==> config.mk <==
export PLATFORM = sky130hd
export DESIGN_NAME = eth_tx_top
export DESIGN_NICKNAME = d
export VERILOG_FILES = /design/src/design/eth_tx_pkg.sv /design/src/design/tx_cfg_if.sv /design/src/design/tx_csr_axil.sv /design/src/design/tx_scheduler.sv /design/src/design/frame_builder.sv /design/src/design/add_crc32.sv /design/src/design/add_preamble.sv /design/src/design/eth_tx_top.sv
export SDC_FILE = /design/constraint.sdc
export NUM_CORES = 2
export LEC_CHECK = 0
export ABC_AREA = 0
export CAP_MARGIN = 40
export CORE_AREA = 2 2 374 376
export DETAILED_ROUTE_END_ITERATION = 8
export DIE_AREA = 0 0 376 378
export DONT_BUFFER_PORTS = 1
export SETUP_SLACK_MARGIN = 0.05
export SLEW_MARGIN = 20
export SYNTH_ARGS = -nofsm -noshare
export SYNTH_HDL_FRONTEND = slang
export SYNTH_HIERARCHICAL = 1
export SYNTH_SLANG_ARGS = --single-unit
export TNS_END_PERCENT = 1
==> constraint.sdc <==
create_clock -name clk125MHz -period 9.7 [get_ports clk125MHz]
set_clock_uncertainty 0.2 [all_clocks]
set_input_delay 2.425 -clock clk125MHz [delete_from_list [all_inputs] [get_ports clk125MHz]]
set_output_delay 2.425 -clock clk125MHz [all_outputs]
set_load 0.02 [all_outputs]
==> src/design/eth_tx_pkg.sv <==
package eth_tx_pkg;

	// ==============================
	// widths with a meaning
	// ==============================
	typedef logic [7:0]  byte_t;     // one frame byte
	typedef logic [47:0] mac_t;
	typedef logic [23:0] interval_t; // cycles between burst starts
	typedef logic [15:0] gap_t;      // cycles between copies
	typedef logic [2:0]  copies_t;   // 0 behaves as 1
	typedef logic [6:0]  plen_t;     // payload length 1..64
	typedef logic [5:0]  paddr_t;    // payload ram address

	typedef enum logic [1:0] {spd_1000, spd_100, spd_10} speed_t;

	// ==============================
	// frame format
	// ==============================
	localparam logic [15:0] ethertype = 16'h88B5;
	localparam byte_t preamble_byte = 8'h55;
	localparam byte_t sfd_byte      = 8'hD5;
	localparam int min_frame_bytes = 60; // before fcs
	localparam int header_bytes    = 16; // macs, type, copy, seq
	localparam int payload_max     = 64;
	localparam logic [31:0] crc_poly_refl = 32'hEDB88320; // 0x04c11db7 bit reversed
	localparam int tail_strobes = 16; // crc + preamble pipeline drain

	// ==============================
	// axi4-lite register map
	// ==============================
	localparam int axi_addr_w = 8;
	localparam int axi_data_w = 32;
	localparam logic [1:0] axi_okay = 2'b00;

	localparam logic [axi_addr_w-1:0] reg_ctrl     = 8'h00; // bit0 enable, bits 2:1 speed
	localparam logic [axi_addr_w-1:0] reg_interval = 8'h04;
	localparam logic [axi_addr_w-1:0] reg_copies   = 8'h08;
	localparam logic [axi_addr_w-1:0] reg_gap      = 8'h0C;
	localparam logic [axi_addr_w-1:0] reg_length   = 8'h10;
	localparam logic [axi_addr_w-1:0] reg_dst_lo   = 8'h14;
	localparam logic [axi_addr_w-1:0] reg_dst_hi   = 8'h18;
	localparam logic [axi_addr_w-1:0] reg_src_lo   = 8'h1C;
	localparam logic [axi_addr_w-1:0] reg_src_hi   = 8'h20;
	localparam logic [axi_addr_w-1:0] reg_status   = 8'h24; // frames sent, read only
	localparam logic [1:0] pl_window = 2'b01; // addr[7:6] of 0x40..0x7f

	// fsm states
	typedef enum logic [1:0] {b_idle, b_header, b_payload, b_pad} build_state_t;
	typedef enum logic [1:0] {s_idle, s_wait_gap, s_wait_busy} sched_state_t;

endpackage

==> src/design/tx_cfg_if.sv <==
`timescale 1ns/10ps

interface tx_cfg_if;
	import eth_tx_pkg::*;

	logic      enable;
	speed_t    speed;
	interval_t interval;
	copies_t   copies;
	gap_t      gap;
	plen_t     length;
	mac_t      dst_mac;
	mac_t      src_mac;

	// register block owns every field
	modport csr (output enable, speed, interval, copies, gap, length, dst_mac, src_mac);
	modport sched (input enable, speed, interval, copies, gap);
	modport builder (input length, dst_mac, src_mac);

endinterface

==> src/design/tx_csr_axil.sv <==
`timescale 1ns/10ps

module tx_csr_axil (
	input  logic clk125MHz,
	input  logic rst_n,
	input  logic [eth_tx_pkg::axi_addr_w-1:0] awaddr,
	input  logic awvalid,
	output logic awready,
	input  logic [eth_tx_pkg::axi_data_w-1:0] wdata,
	input  logic [eth_tx_pkg::axi_data_w/8-1:0] wstrb,
	input  logic wvalid,
	output logic wready,
	output logic bvalid,
	input  logic bready,
	output logic [1:0] bresp,
	input  logic [eth_tx_pkg::axi_addr_w-1:0] araddr,
	input  logic arvalid,
	output logic arready,
	output logic rvalid,
	input  logic rready,
	output logic [eth_tx_pkg::axi_data_w-1:0] rdata,
	output logic [1:0] rresp,
	input  logic frame_done,
	output logic pl_we,
	output eth_tx_pkg::paddr_t pl_addr,
	output eth_tx_pkg::byte_t pl_data,
	tx_cfg_if.csr cfg
);
	import eth_tx_pkg::*;

	logic [axi_data_w-1:0] frame_cnt;
	logic [axi_data_w-1:0] wr_word; // old value merged with strobed lanes

	// readback of one register, zero when unmapped
	function automatic logic [axi_data_w-1:0] rd_word(input logic [axi_addr_w-1:0] addr);
		case (addr)
			reg_ctrl:     rd_word = {29'd0, cfg.speed, cfg.enable};
			reg_interval: rd_word = {8'd0, cfg.interval};
			reg_copies:   rd_word = {29'd0, cfg.copies};
			reg_gap:      rd_word = {16'd0, cfg.gap};
			reg_length:   rd_word = {25'd0, cfg.length};
			reg_dst_lo:   rd_word = cfg.dst_mac[31:0];
			reg_dst_hi:   rd_word = {16'd0, cfg.dst_mac[47:32]};
			reg_src_lo:   rd_word = cfg.src_mac[31:0];
			reg_src_hi:   rd_word = {16'd0, cfg.src_mac[47:32]};
			reg_status:   rd_word = frame_cnt;
			default:      rd_word = '0;
		endcase
	endfunction

	always_comb begin
		wr_word = rd_word(awaddr);
		for (int i = 0; i < axi_data_w/8; i++) begin
			if (wstrb[i]) wr_word[8*i +: 8] = wdata[8*i +: 8];
		end
	end

	assign bresp = axi_okay; // never an error
	assign rresp = axi_okay;

	// ==============================
	// write channel
	// ==============================
	always_ff @(posedge clk125MHz) begin
		if (!rst_n) begin
			awready <= 1'b0;
			wready  <= 1'b0;
			bvalid  <= 1'b0;
		end else begin
			// aw and w taken together, one write in flight
			awready <= awvalid && wvalid && !awready && !bvalid;
			wready  <= awvalid && wvalid && !awready && !bvalid;
			if (awready)
				bvalid <= 1'b1;
			else if (bready)
				bvalid <= 1'b0; // held until master takes it
		end
	end

	// config fields, updated in the handshake cycle
	always_ff @(posedge clk125MHz) begin
		if (!rst_n) begin
			cfg.enable   <= 1'b0;
			cfg.speed    <= spd_1000;
			cfg.interval <= '0;
			cfg.copies   <= '0;
			cfg.gap      <= '0;
			cfg.length   <= '0;
			cfg.dst_mac  <= '0;
			cfg.src_mac  <= '0;
			frame_cnt    <= '0;
			pl_we        <= 1'b0;
		end else begin
			pl_we <= awready && wstrb[0] && (awaddr[7:6] == pl_window);
			if (frame_done) frame_cnt <= frame_cnt + 1'b1;
			if (awready) begin
				case (awaddr)
					reg_ctrl: begin
						cfg.enable <= wr_word[0];
						cfg.speed  <= speed_t'(wr_word[2:1]);
					end
					reg_interval: cfg.interval <= wr_word[23:0];
					reg_copies:   cfg.copies   <= wr_word[2:0];
					reg_gap:      cfg.gap      <= wr_word[15:0];
					reg_length:   cfg.length   <= wr_word[6:0];
					reg_dst_lo:   cfg.dst_mac[31:0]  <= wr_word;
					reg_dst_hi:   cfg.dst_mac[47:32] <= wr_word[15:0];
					reg_src_lo:   cfg.src_mac[31:0]  <= wr_word;
					reg_src_hi:   cfg.src_mac[47:32] <= wr_word[15:0];
					default: ; // status and payload window
				endcase
			end
		end
	end

	// payload window, one ram entry per byte address
	always_ff @(posedge clk125MHz) begin
		if (awready) begin
			pl_addr <= awaddr[5:0];
			pl_data <= wdata[7:0]; // low byte only
		end
	end

	// ==============================
	// read channel
	// ==============================
	always_ff @(posedge clk125MHz) begin
		if (!rst_n) begin
			arready <= 1'b0;
			rvalid  <= 1'b0;
		end else begin
			arready <= arvalid && !arready && !rvalid;
			if (arready)
				rvalid <= 1'b1;
			else if (rready)
				rvalid <= 1'b0;
		end
	end

	always_ff @(posedge clk125MHz) begin
		if (arready) rdata <= rd_word(araddr); // araddr still valid here
	end

endmodule

==> src/design/tx_scheduler.sv <==
`timescale 1ns/10ps

module tx_scheduler (
	input  logic clk125MHz,
	input  logic rst_n,
	input  logic busy,
	output logic start,
	output eth_tx_pkg::copies_t copy_idx,
	output eth_tx_pkg::byte_t seq,
	output logic adv,
	tx_cfg_if.sched cfg
);
	import eth_tx_pkg::*;

	logic [6:0] div_cnt;
	logic [6:0] div_max;
	interval_t ivl_cnt;
	logic expire;
	gap_t gap_cnt;
	gap_t gap_q;       // sampled at burst start
	copies_t copies_q;
	sched_state_t state;

	// strobe divider per link speed
	always_comb begin
		case (cfg.speed)
			spd_100: div_max = 7'd9;  // every 10th cycle
			spd_10:  div_max = 7'd99; // every 100th
			default: div_max = 7'd0;  // gigabit, every cycle
		endcase
	end

	always_ff @(posedge clk125MHz) begin
		if (!rst_n) begin
			div_cnt <= '0;
			adv     <= 1'b0;
		end else begin
			adv     <= (div_cnt == 7'd0);
			div_cnt <= (div_cnt >= div_max) ? 7'd0 : div_cnt + 7'd1;
		end
	end

	// burst interval timer, reloads on expiry
	assign expire = cfg.enable && (ivl_cnt >= cfg.interval);

	always_ff @(posedge clk125MHz) begin
		if (!rst_n || !cfg.enable || expire)
			ivl_cnt <= '0;
		else
			ivl_cnt <= ivl_cnt + 1'b1;
	end

	always_ff @(posedge clk125MHz) begin
		if (!rst_n) begin
			state    <= s_idle;
			start    <= 1'b0;
			copy_idx <= '0;
			seq      <= '0;
			gap_cnt  <= '0;
			gap_q    <= '0;
			copies_q <= '0;
		end else begin
			start <= 1'b0; // single cycle pulse
			case (state)
				s_idle: if (expire && !busy) begin
					copies_q <= (cfg.copies == '0) ? copies_t'(1) : cfg.copies;
					gap_q    <= cfg.gap;
					copy_idx <= copies_t'(1);
					seq      <= seq + 1'b1; // once per burst
					start    <= 1'b1;
					state    <= s_wait_busy;
				end
				s_wait_busy: if (!busy) begin
					gap_cnt <= '0;
					state   <= (copy_idx >= copies_q) ? s_idle : s_wait_gap;
				end
				s_wait_gap: begin
					if (!cfg.enable)
						state <= s_idle; // drop rest of burst
					else if (gap_cnt >= gap_q && !busy) begin
						start    <= 1'b1;
						copy_idx <= copy_idx + 1'b1;
						state    <= s_wait_busy;
					end else
						gap_cnt <= gap_cnt + 1'b1;
				end
				default: state <= s_idle;
			endcase
		end
	end

endmodule

==> src/design/frame_builder.sv <==
`timescale 1ns/10ps

module frame_builder (
	input  logic clk125MHz,
	input  logic rst_n,
	input  logic start,
	input  eth_tx_pkg::copies_t copy_idx,
	input  eth_tx_pkg::byte_t seq,
	input  logic adv,
	input  logic pl_we,
	input  eth_tx_pkg::paddr_t pl_addr,
	input  eth_tx_pkg::byte_t pl_data,
	output logic busy,
	output eth_tx_pkg::byte_t data,
	output logic data_valid,
	output logic data_enable,
	tx_cfg_if.builder cfg
);
	import eth_tx_pkg::*;

	byte_t ram [payload_max];
	logic [8*header_bytes-1:0] hdr; // dst, src, type, copy, seq
	plen_t len_q;
	logic [6:0] pos;       // byte index within frame
	logic [6:0] pos_nx;
	logic [6:0] pay_end;   // first index past the payload
	logic [6:0] frame_len; // padded length
	logic last;
	logic pend;            // a byte is presented this strobe
	logic [4:0] tail_cnt;
	build_state_t state, state_nx;
	byte_t byte_nx;

	always_ff @(posedge clk125MHz) begin
		if (pl_we) ram[pl_addr] <= pl_data;
	end

	// header and length frozen for the whole copy
	always_ff @(posedge clk125MHz) begin
		if (start) begin
			hdr   <= {cfg.dst_mac, cfg.src_mac, ethertype, 5'd0, copy_idx, seq};
			len_q <= (cfg.length > plen_t'(payload_max)) ? plen_t'(payload_max) : cfg.length;
		end
	end

	assign pay_end   = 7'(header_bytes) + len_q;
	assign frame_len = (pay_end < 7'(min_frame_bytes)) ? 7'(min_frame_bytes) : pay_end;
	assign last      = (pos == frame_len - 7'd1);
	assign pos_nx    = pos + 7'd1;

	// ==============================
	// byte select and next state
	// ==============================
	always_comb begin
		case (state)
			b_header:  byte_nx = hdr[8*(header_bytes-1-pos[3:0]) +: 8]; // msb first
			b_payload: byte_nx = ram[paddr_t'(pos - 7'(header_bytes))];
			default:   byte_nx = 8'h00; // zero pad
		endcase
		if (last)
			state_nx = b_idle;
		else if (pos_nx < 7'(header_bytes))
			state_nx = b_header;
		else if (pos_nx < pay_end)
			state_nx = b_payload;
		else
			state_nx = b_pad;
	end

	always_ff @(posedge clk125MHz) begin
		if (!rst_n) begin
			state       <= b_idle;
			pos         <= '0;
			pend        <= 1'b0;
			data_enable <= 1'b0;
			tail_cnt    <= '0;
		end else if (start) begin
			state <= b_header; // first byte on next adv
			pos   <= '0;
		end else if (adv) begin
			if (state == b_idle) begin
				pend        <= 1'b0;
				data_enable <= 1'b0; // falls one strobe after last byte
				if (tail_cnt != '0) tail_cnt <= tail_cnt - 1'b1;
			end else begin
				pend        <= 1'b1;
				data_enable <= 1'b1;
				pos         <= pos_nx;
				state       <= state_nx;
				if (last) tail_cnt <= 5'(tail_strobes);
			end
		end
	end

	always_ff @(posedge clk125MHz) begin
		if (adv && state != b_idle) data <= byte_nx;
	end

	assign data_valid = pend & adv;
	// held until crc and preamble have drained
	assign busy = start | (state != b_idle) | (tail_cnt != '0);

endmodule

==> src/design/add_crc32.sv <==
`timescale 1ns/10ps

module add_crc32 (
	input  logic clk125MHz,
	input  logic rst_n,
	input  logic adv,
	input  eth_tx_pkg::byte_t data_in,
	input  logic data_valid_in,
	input  logic data_enable_in,
	output eth_tx_pkg::byte_t data_out,
	output logic data_valid_out,
	output logic data_enable_out
);
	import eth_tx_pkg::*;

	logic [31:0] crc;
	logic [31:0] crc_nx;
	logic [23:0] fcs_sr;   // remaining fcs bytes
	logic [1:0] fcs_left;
	logic en_prev;         // input enable at last strobe
	logic pend;

	// reflected crc, lsb of each byte first
	function automatic logic [31:0] crc_byte(input logic [31:0] c, input byte_t d);
		logic [31:0] r;
		r = c;
		for (int i = 0; i < 8; i++) begin
			r = (r[0] ^ d[i]) ? ((r >> 1) ^ crc_poly_refl) : (r >> 1);
		end
		return r;
	endfunction

	assign crc_nx = crc_byte(en_prev ? crc : 32'hFFFF_FFFF, data_in); // reseed per frame

	always_ff @(posedge clk125MHz) begin
		if (!rst_n) begin
			en_prev         <= 1'b0;
			pend            <= 1'b0;
			data_enable_out <= 1'b0;
			fcs_left        <= '0;
		end else if (adv) begin
			en_prev <= data_enable_in;
			if (data_enable_in) begin
				pend            <= data_valid_in;
				data_enable_out <= 1'b1;
			end else if (en_prev || fcs_left != '0) begin
				pend            <= 1'b1; // fcs strobes
				data_enable_out <= 1'b1;
				fcs_left        <= en_prev ? 2'd3 : fcs_left - 2'd1;
			end else begin
				pend            <= 1'b0;
				data_enable_out <= 1'b0;
			end
		end
	end

	always_ff @(posedge clk125MHz) begin
		if (adv) begin
			if (data_enable_in) begin
				data_out <= data_in; // one strobe delay
				if (data_valid_in) crc <= crc_nx;
			end else if (en_prev) begin
				data_out <= ~crc[7:0]; // low byte first
				fcs_sr   <= ~crc[31:8];
			end else begin
				data_out <= fcs_sr[7:0];
				fcs_sr   <= fcs_sr >> 8;
			end
		end
	end

	assign data_valid_out = pend & adv;

endmodule

==> src/design/add_preamble.sv <==
`timescale 1ns/10ps

module add_preamble (
	input  logic clk125MHz,
	input  logic rst_n,
	input  logic adv,
	input  eth_tx_pkg::byte_t data_in,
	input  logic data_valid_in,
	input  logic data_enable_in,
	output eth_tx_pkg::byte_t data_out,
	output logic data_valid_out,
	output logic data_enable_out,
	output logic frame_done
);
	import eth_tx_pkg::*;

	byte_t dl [8];     // eight strobe delay line
	logic [7:0] dl_v;
	logic [7:0] dl_e;
	byte_t sel_data;
	logic sel_valid;
	logic sel_en;

	always_comb begin
		if (dl_e[7]) begin
			sel_data  = dl[7]; // delayed frame byte
			sel_valid = dl_v[7];
			sel_en    = 1'b1;
		end else if (data_enable_in || dl_e[6:0] != '0) begin
			sel_data  = dl_e[6] ? sfd_byte : preamble_byte; // sfd just before data
			sel_valid = 1'b1;
			sel_en    = 1'b1;
		end else begin
			sel_data  = 8'h00;
			sel_valid = 1'b0;
			sel_en    = 1'b0;
		end
	end

	always_ff @(posedge clk125MHz) begin
		if (adv) begin
			dl[0] <= data_in;
			for (int i = 1; i < 8; i++) dl[i] <= dl[i-1];
			data_out <= sel_data;
		end
	end

	always_ff @(posedge clk125MHz) begin
		if (!rst_n) begin
			dl_v            <= '0;
			dl_e            <= '0;
			data_valid_out  <= 1'b0;
			data_enable_out <= 1'b0;
			frame_done      <= 1'b0;
		end else begin
			data_valid_out <= 1'b0; // one cycle per strobe
			frame_done     <= 1'b0;
			if (adv) begin
				dl_v            <= {dl_v[6:0], data_valid_in};
				dl_e            <= {dl_e[6:0], data_enable_in};
				data_valid_out  <= sel_valid;
				data_enable_out <= sel_en;
				frame_done      <= data_enable_out & ~sel_en; // with enable fall
			end
		end
	end

endmodule

==> src/design/eth_tx_top.sv <==
`timescale 1ns/10ps

module eth_tx_top (
	input  logic clk125MHz,
	input  logic rst_n,
	input  logic [eth_tx_pkg::axi_addr_w-1:0] awaddr,
	input  logic awvalid,
	output logic awready,
	input  logic [eth_tx_pkg::axi_data_w-1:0] wdata,
	input  logic [eth_tx_pkg::axi_data_w/8-1:0] wstrb,
	input  logic wvalid,
	output logic wready,
	output logic bvalid,
	input  logic bready,
	output logic [1:0] bresp,
	input  logic [eth_tx_pkg::axi_addr_w-1:0] araddr,
	input  logic arvalid,
	output logic arready,
	output logic rvalid,
	input  logic rready,
	output logic [eth_tx_pkg::axi_data_w-1:0] rdata,
	output logic [1:0] rresp,
	output eth_tx_pkg::byte_t gmii_txd,
	output logic gmii_tx_en,
	output logic gmii_tx_valid
);
	import eth_tx_pkg::*;

	logic start, adv, busy, frame_done;
	copies_t copy_idx;
	byte_t seq;
	logic pl_we;
	paddr_t pl_addr;
	byte_t pl_data;
	byte_t raw_data, crc_data; // builder out, crc out
	logic raw_valid, raw_enable;
	logic crc_valid, crc_enable;

	tx_cfg_if cfg();

	// ==============================
	// control side
	// ==============================
	tx_csr_axil i_csr (
		.clk125MHz(clk125MHz), .rst_n(rst_n),
		.awaddr(awaddr), .awvalid(awvalid), .awready(awready),
		.wdata(wdata), .wstrb(wstrb), .wvalid(wvalid), .wready(wready),
		.bvalid(bvalid), .bready(bready), .bresp(bresp),
		.araddr(araddr), .arvalid(arvalid), .arready(arready),
		.rvalid(rvalid), .rready(rready), .rdata(rdata), .rresp(rresp),
		.frame_done(frame_done),
		.pl_we(pl_we), .pl_addr(pl_addr), .pl_data(pl_data),
		.cfg(cfg.csr)
	);

	tx_scheduler i_sched (
		.clk125MHz(clk125MHz), .rst_n(rst_n), .busy(busy),
		.start(start), .copy_idx(copy_idx), .seq(seq), .adv(adv),
		.cfg(cfg.sched)
	);

	// ==============================
	// byte stream
	// ==============================
	frame_builder i_builder (
		.clk125MHz(clk125MHz), .rst_n(rst_n),
		.start(start), .copy_idx(copy_idx), .seq(seq), .adv(adv),
		.pl_we(pl_we), .pl_addr(pl_addr), .pl_data(pl_data),
		.busy(busy), .data(raw_data), .data_valid(raw_valid), .data_enable(raw_enable),
		.cfg(cfg.builder)
	);

	add_crc32 i_crc (
		.clk125MHz(clk125MHz), .rst_n(rst_n), .adv(adv),
		.data_in(raw_data), .data_valid_in(raw_valid), .data_enable_in(raw_enable),
		.data_out(crc_data), .data_valid_out(crc_valid), .data_enable_out(crc_enable)
	);

	add_preamble i_pre (
		.clk125MHz(clk125MHz), .rst_n(rst_n), .adv(adv),
		.data_in(crc_data), .data_valid_in(crc_valid), .data_enable_in(crc_enable),
		.data_out(gmii_txd), .data_valid_out(gmii_tx_valid), .data_enable_out(gmii_tx_en),
		.frame_done(frame_done) // back to status count
	);

endmodule

==> Word-level counts from Yosys, hierarchy flattened <==
Memories as Yosys holds them, arrays and structs flattened.
Cells that the tools add are included.
{ "word_totals": {"ff_bits": 546, "latchBits": 0, "mem_bits_rw": 576, "romBits": 0, "inputBits": 59, "output_inout_bits": 51, "word_cells": 266, "n_memories": 2} }
{ "mem_list": {"columns": ["memory", "depth", "word_bits", "rd", "rd_clocked_by_memory_dff", "wr", "line", "source"], "rows": [
  ["i_builder.ram", 64, 8, 1, 0, 1, "frame_builder.sv:21", "byte_t ram [payload_max];"],
  ["i_pre.dl", 8, 8, 8, 0, 8, "add_preamble.sv:17", "byte_t dl [8];"]
]} }
{ "op_classes": {"n_addsub": 13, "mul": 0, "n_div": 0, "magnitude_cmp": 8, "n_eq_ne": 33, "shifts": 1, "n_mux": 68, "bitwise_logic": 28, "n_reduce_logical": 61} }
{ "ops": {"columns": ["cell", "count"], "rows": [
  ["one-hot mux 32 bit (10 select lines)", 1],
  ["two-way mux 32 bit", 8],
  ["one-hot mux 32 bit (8 select lines)", 1],
  ["variable part select 128 x 33 -> 8 bit", 1],
  ["inverter 13 -> 14 bit", 8],
  ["two-way mux 8 bit", 9],
  ["== test 8 x 5 -> 1 bit, second input constant", 8],
  ["two-way mux 16 bit", 4],
  ["adder 32 x 1 -> 32 bit, second input constant", 1],
  ["== test 8 x 4 -> 1 bit, second input constant", 4],
  ["one-hot mux 16 bit (2 select lines)", 1],
  ["two-way mux 31 bit", 1],
  ["AND reduction 2 bit", 15],
  ["adder 24 x 1 -> 24 bit, second input constant", 1],
  ["== test 8 x 6 -> 1 bit, second input constant", 3],
  [">= comparator 24 bit", 1],
  ["inverter 24 bit", 1],
  ["two-way mux 1 bit", 23],
  ["adder 16 x 1 -> 16 bit, second input constant", 1],
  ["== test 8 x 3 -> 1 bit, second input constant", 2],
  [">= comparator 16 bit", 1],
  ["logical NOT 8 bit", 2],
  ["one-hot mux 8 bit (2 select lines)", 1],
  ["nonzero test 2 bit", 8],
  ["other kinds (45)", 106]
]} }

==> Longest topological paths before layout <==
{ "logic_depth": {"depth_word": 17, "depth_mapped": 13, "depth_no_buf": 12} }

==> Modules after synthesis <==
Netlist, hierarchy kept.
{ "by_module_without_submodules": {"columns": ["mod", "n_inst", "cells_per_inst", "area_per_inst_um2", "seq_area_each_um2"], "rows": [
  ["frame_builder", 1, 1356, 26100.0, 19338.5],
  ["tx_csr_axil", 1, 1238, 10879.2, 5104.9],
  ["tx_scheduler", 1, 548, 4603.2, 1621.6],
  ["add_crc32", 1, 312, 3627.2, 2021.9],
  ["add_preamble", 1, 149, 2920.3, 2542.4]
]} }

==> Worst setup path after synthesis <==
Ideal clock, no wire load.
{ "synth_timing": {"kind": "flip-flop to flip-flop", "startpoint": "register i_sched.start", "endpoint": "register i_sched.gap_q[12]", "setup_time_ns": 0.128, "arrival_time_ns": 4.438, "path_slack_ns": 4.935, "path_stages_with_launch": 10, "n_path_buf": 1, "period_less_slack_ns": 4.765, "cell_sequence": "dfxtp_1 or2_2 nand2b_1 or3_1 or2_0 o22ai_1 a21oi_2 buf_2 mux2i_1 nor2_1"} }
{ "synth_between": {"elab_chain_len": 5} }
{ "synth_rtl": {"columns": ["item", "line", "source"], "rows": [
  ["start, declared", "tx_scheduler.sv:7", "output logic start,"],
  ["start signal, assigned", "tx_scheduler.sv:56", "start <= 1'b0;"],
  ["start signal, assigned", "tx_scheduler.sv:63", "start <= 1'b0;"],
  ["start signal, assigned", "tx_scheduler.sv:70", "start <= 1'b1;"],
  ["OR 1 bit (2 in series)", "frame_builder.sv:101", "assign busy = start | (state != b_idle) | (tail_cnt != '0);"],
  ["named net busy", "eth_tx_top.sv:29", "logic start, adv, busy, frame_done;"],
  ["logical NOT 1 bit", "tx_scheduler.sv:65", "s_idle: if (expire && !busy) begin"],
  ["logical AND 1 bit", "tx_scheduler.sv:65", null],
  ["AND reduction 2 bit (no line)", null, null],
  ["end signal, assigned", "tx_scheduler.sv:67", "gap_q <= cfg.gap;"],
  ["end, declared", "tx_scheduler.sv:20", "gap_t gap_q;"]
]} }
The timed path passes the listed nets, and every way through them passes these cells.
A chain may end at the register's enable or synchronous reset.

==> Final worst setup path <==
{ "layout_timing": {"startpoint": "register i_builder.state[0]", "endpoint": "register i_sched.seq[7]"} }
{ "layout_between": {"elab_chain_len": 6} }
{ "layout_rtl": {"columns": ["item", "line", "source"], "rows": [
  ["start, declared", "frame_builder.sv:31", "build_state_t state, state_nx;"],
  ["start signal, assigned", "frame_builder.sv:72", "state <= b_idle;"],
  ["start signal, assigned", "frame_builder.sv:78", "state <= b_header;"],
  ["start signal, assigned", "frame_builder.sv:89", "state <= state_nx;"],
  ["nonzero test 2 bit", "frame_builder.sv:101", null],
  ["OR 1 bit (2 in series)", "frame_builder.sv:101", null],
  ["named net busy", "eth_tx_top.sv:29", null],
  ["logical NOT 1 bit", "tx_scheduler.sv:65", null],
  ["logical AND 1 bit", "tx_scheduler.sv:65", null],
  ["AND reduction 2 bit (no line)", null, null],
  ["end signal, assigned", "tx_scheduler.sv:69", "seq <= seq + 1'b1;"],
  ["end, declared", "tx_scheduler.sv:9", "output eth_tx_pkg::byte_t seq,"]
]} }
The timed path passes the listed nets, and every way through them passes these cells.

==> out/metrics.cfg <==
[synth]
synth_xor_area_share_pct=3.40
synth_ff_type=edfxtp_1
synth.avg_cell_area_um2=13.4
synth-seq-cells=1122
yosysWarnings=6
synth_compound_area_share_pct=8.57
synth_edf_count=816
synth_fa_ha_area_share_pct=1.90
muxShareOfSynthArea_pct=9.60
synth_top_family_by_area=simple AND/OR/NAND/NOR gates
async_flop_share_pct=0
yosysUniqueCellTypes=93
yosysSeqAreaShare_pct=63.6
syn_inst=3603
synth_simple_gate_area_share_pct=9.82
syn_area_um2=48100

[power]
power.share.combinational_pct=2.1
p_seq_share_pct=51.9
p_sw_share_pct=21.1
ir_worst_vdd_mv=0.125
p_int_w=0.00791
power_frac_clock_pct=46.0
leakagePower_nw=17.6
powerDensity_nw_per_um2=185
power_switching_w=0.00211

[cells_and_area]
post-route-util_pct=39.2
post-route-cell-area_um2=54200
syn_to_final_growth_pct=12.7
final_common_cell=edfxtp_1
num-nets-final=3739
mostFrequentLayoutCells=edfxtp_1 (816), dfxtp_1 (298), nor2_1 (280)
drive_above_1_share_pct=13.5

[die]
floorplan.initialDensity_pct=34.8
ios=110
dieArea_um2=142000
fp.dieW_um=376
die_h_um=378
core-area_um2=139000
fp-row-count=137

[global_routing]
grt_pass1_vias=29169
grt_pass1_wl_um=194000
grt_max_degree=170
gr-total-overflow=0
grt_antenna_before_repair=11
grt_use_total_pct=18.3

[worst_setup_path]
cpPeakStageDelay_ns=0.56
crit_family=simple AND/OR/NAND/NOR gates
reg2reg_slack_ns=5.29
crit_buf_inv=2
cp-start-kind=register
critPathKind=reg2reg
cp_slowest_cell=or4_1
crit_path_end_kind=register
cp_common_cell=or4_1
arrival_ns=4.87
cp_data_required_time_ns=10.16
crit_path_max_fanout=37
path_cells=inv_1, ha_1, nand2_1, or4_1, or2_2, nand2b_1, or3_1, or2_0, o22ai_1, a21oi_4, buf_4, or4_1, a21oi_1

[clock_network]
ctsResizeCount=0
cts_setup_buffers=0
cts_sinks=1122
tritoncts=done
cts_hold_buffers=0
cts_buffers=112
htreeDepth=3
cts_max_path_buffers=3
worstSkewPairLatency_ns=0.75
clkSlewWorstSetupHoldPaths_ns=0.06
cts-root-buf=clkbuf_16

[drt]
firstDrtPassIters=9
viasPerCell=5.55
drt_iter0_drc=4017
routed_wl_um=132000
drtAntennaViolNets=0
wire_per_inst_um=24.0
route.detailed.drc=0
dr_total_vias=30633

[timing]
slew_headroom_pct=38.5
finalHoldViolCount=0
finalCritPeriodShare_pct=45.4
tns_ns=0
drv_slew=0
max_clock_freq_mhz=227
setup_ws_ns=5.29
worstMarginPinSlew_ns=0.922
fin_hold_ws_ns=0.217
fin_crit_ns=4.41
setup_violations=0
rsz0062_at_grt=no

[place]
place_ws_ns=4.74
gp_congestion=0.916
place_hpwl_um=87500
portBuffers=0
placed_area_um2=50200

[hold_path]
hold_path_class=reg2reg

[run_status]
status=completed

[flow_run]
cap_violations=0

## area by class of cell
| cell class | instances | area [um2] |
|---|---|---|
| flip-flops and latches | 1122 | 30700 |
| clock inverters | 68 | 927 |
| inverters | 110 | 413 |
| multi-input cells | 2148 | 16100 |
| diodes | 5 | 12.5 |
| repair buffers | 113 | 931 |
| clock buffers | 143 | 2960 |
| fillers | 12898 | 84300 |
| well taps | 1807 | 2260 |
## path summary, 6_finish.rpt
| path | from | end | cells after the start |
|---|---|---|---|
| setup / recovery | i_builder/state[0]$_SDFFE_PN0P_ | i_sched/seq[7]$_SDFFE_PN0P_ | 13 |
| hold / removal | i_pre/dl[0][19]$_DFFE_PP_ | i_pre/dl[0][27]$_DFFE_PP_ | 0 |
| setup reg to reg | i_builder/state[0]$_SDFFE_PN0P_ | i_sched/seq[7]$_SDFFE_PN0P_ | 13 |
| hold reg to reg | i_pre/dl[0][19]$_DFFE_PP_ | i_pre/dl[0][27]$_DFFE_PP_ | 0 |
## synthesized netlist by cell type (all sizes together), types with 7 or more instances
cell type	count	area share [%]
a22o	9	0.16
xnor2	126	2.3
inv	104	0.81
nor4	17	0.28
o211ai	13	0.21
ha	73	1.9
a222oi	30	0.62
a22oi	50	0.78
mux2i	113	2.4
xor2	48	0.89
nor3	32	0.33
nand2	273	2.1
a21oi	178	2.0
and4	9	0.16
a31oi	32	0.43
mux4	150	7.0
nand4	44	0.57
o22ai	29	0.38
nor2b	24	0.31
a21o	12	0.19
nor3b	8	0.15
or2	10	0.13
nor2	281	2.2
nand3	135	1.4
buf	105	1.3
or4	8	0.13
mux2	10	0.23
and3	24	0.31
or3	23	0.30
o21ai	187	1.9
and3b	14	0.25
clkbuf	121	0.94
and2	23	0.30
o2bb2ai	13	0.24
a311oi	7	0.13
a211oi	18	0.33
nand3b	15	0.23
a221oi	12	0.22
nand2b	23	0.30
edfxtp	816	51
dfxtp	306	13
## worst reg2reg max path, cell delays in order, from the launching register on
cell and delay [ns]:
dfxtp_1 0.33, inv_1 0.09, ha_1 0.40, nand2_1 0.12
or4_1 0.45, or2_2 0.37, nand2b_1 0.20, or3_1 0.54
or2_0 0.30, o22ai_1 0.22, a21oi_4 0.05, buf_4 0.28
or4_1 0.62, a21oi_1 0.15
## sequential cells by signal, summed over array words and instances (netlist names), 16 cells and up
| signal | flops |
|---|---|
| i_csr/cfg.gap | 16 |
| i_crc/fcs_sr | 24 |
| i_crc/crc | 32 |
| i_sched/gap_cnt | 16 |
| i_builder/hdr | 107 |
| i_csr/cfg.src_mac | 48 |
| i_sched/gap_q | 16 |
| i_sched/ivl_cnt | 24 |
| i_csr/cfg.dst_mac | 48 |
| i_csr/rdata | 32 |
| i_csr/cfg.interval | 24 |
| i_pre/dl | 64 |
| i_csr/frame_cnt | 32 |
| i_builder/ram | 512 |
## kinds of logic after synthesis
family          after synthesis
compound gates              643
xor+xnor                    178
fa+ha+maj                    73
mux                         273
other cells                   1
buf+inv                     336
flops                      1122
simple gates                977
## stage by stage
step	power, W	instances
after floorplan	0.00546	3606
after global placement	0.00550	5238
after detailed placement	0.00551	5279
after CTS	0.0101	5490
after global routing	0.0103	5513
final	0.0100	5516
## power groups by stage
| stage | Clock [W] | Combinational (W) | Sequential [W] |
|---|---|---|---|
| after floorplan | 0 | 0.000150 | 0.00531 |
| after global placement | 0 | 0.000198 | 0.00531 |
| after detailed placement | 0 | 0.000202 | 0.00531 |
| after CTS | 0.00470 | 0.000203 | 0.00520 |
| after global routing | 0.00487 | 0.000228 | 0.00521 |
| final | 0.00461 | 0.000206 | 0.00520 |
## layer usage
metal	global-route usage (%)	share of wire (%)	vias to the layer above
met5	0	0.022	-
met4	7.22	3.8	4
met3	4.35	9.1	282
met2	28.2	46	1466
met1	24.8	41	15252
li1	-	-	13629
Note: power is estimated with default switching activity, not from simulation.
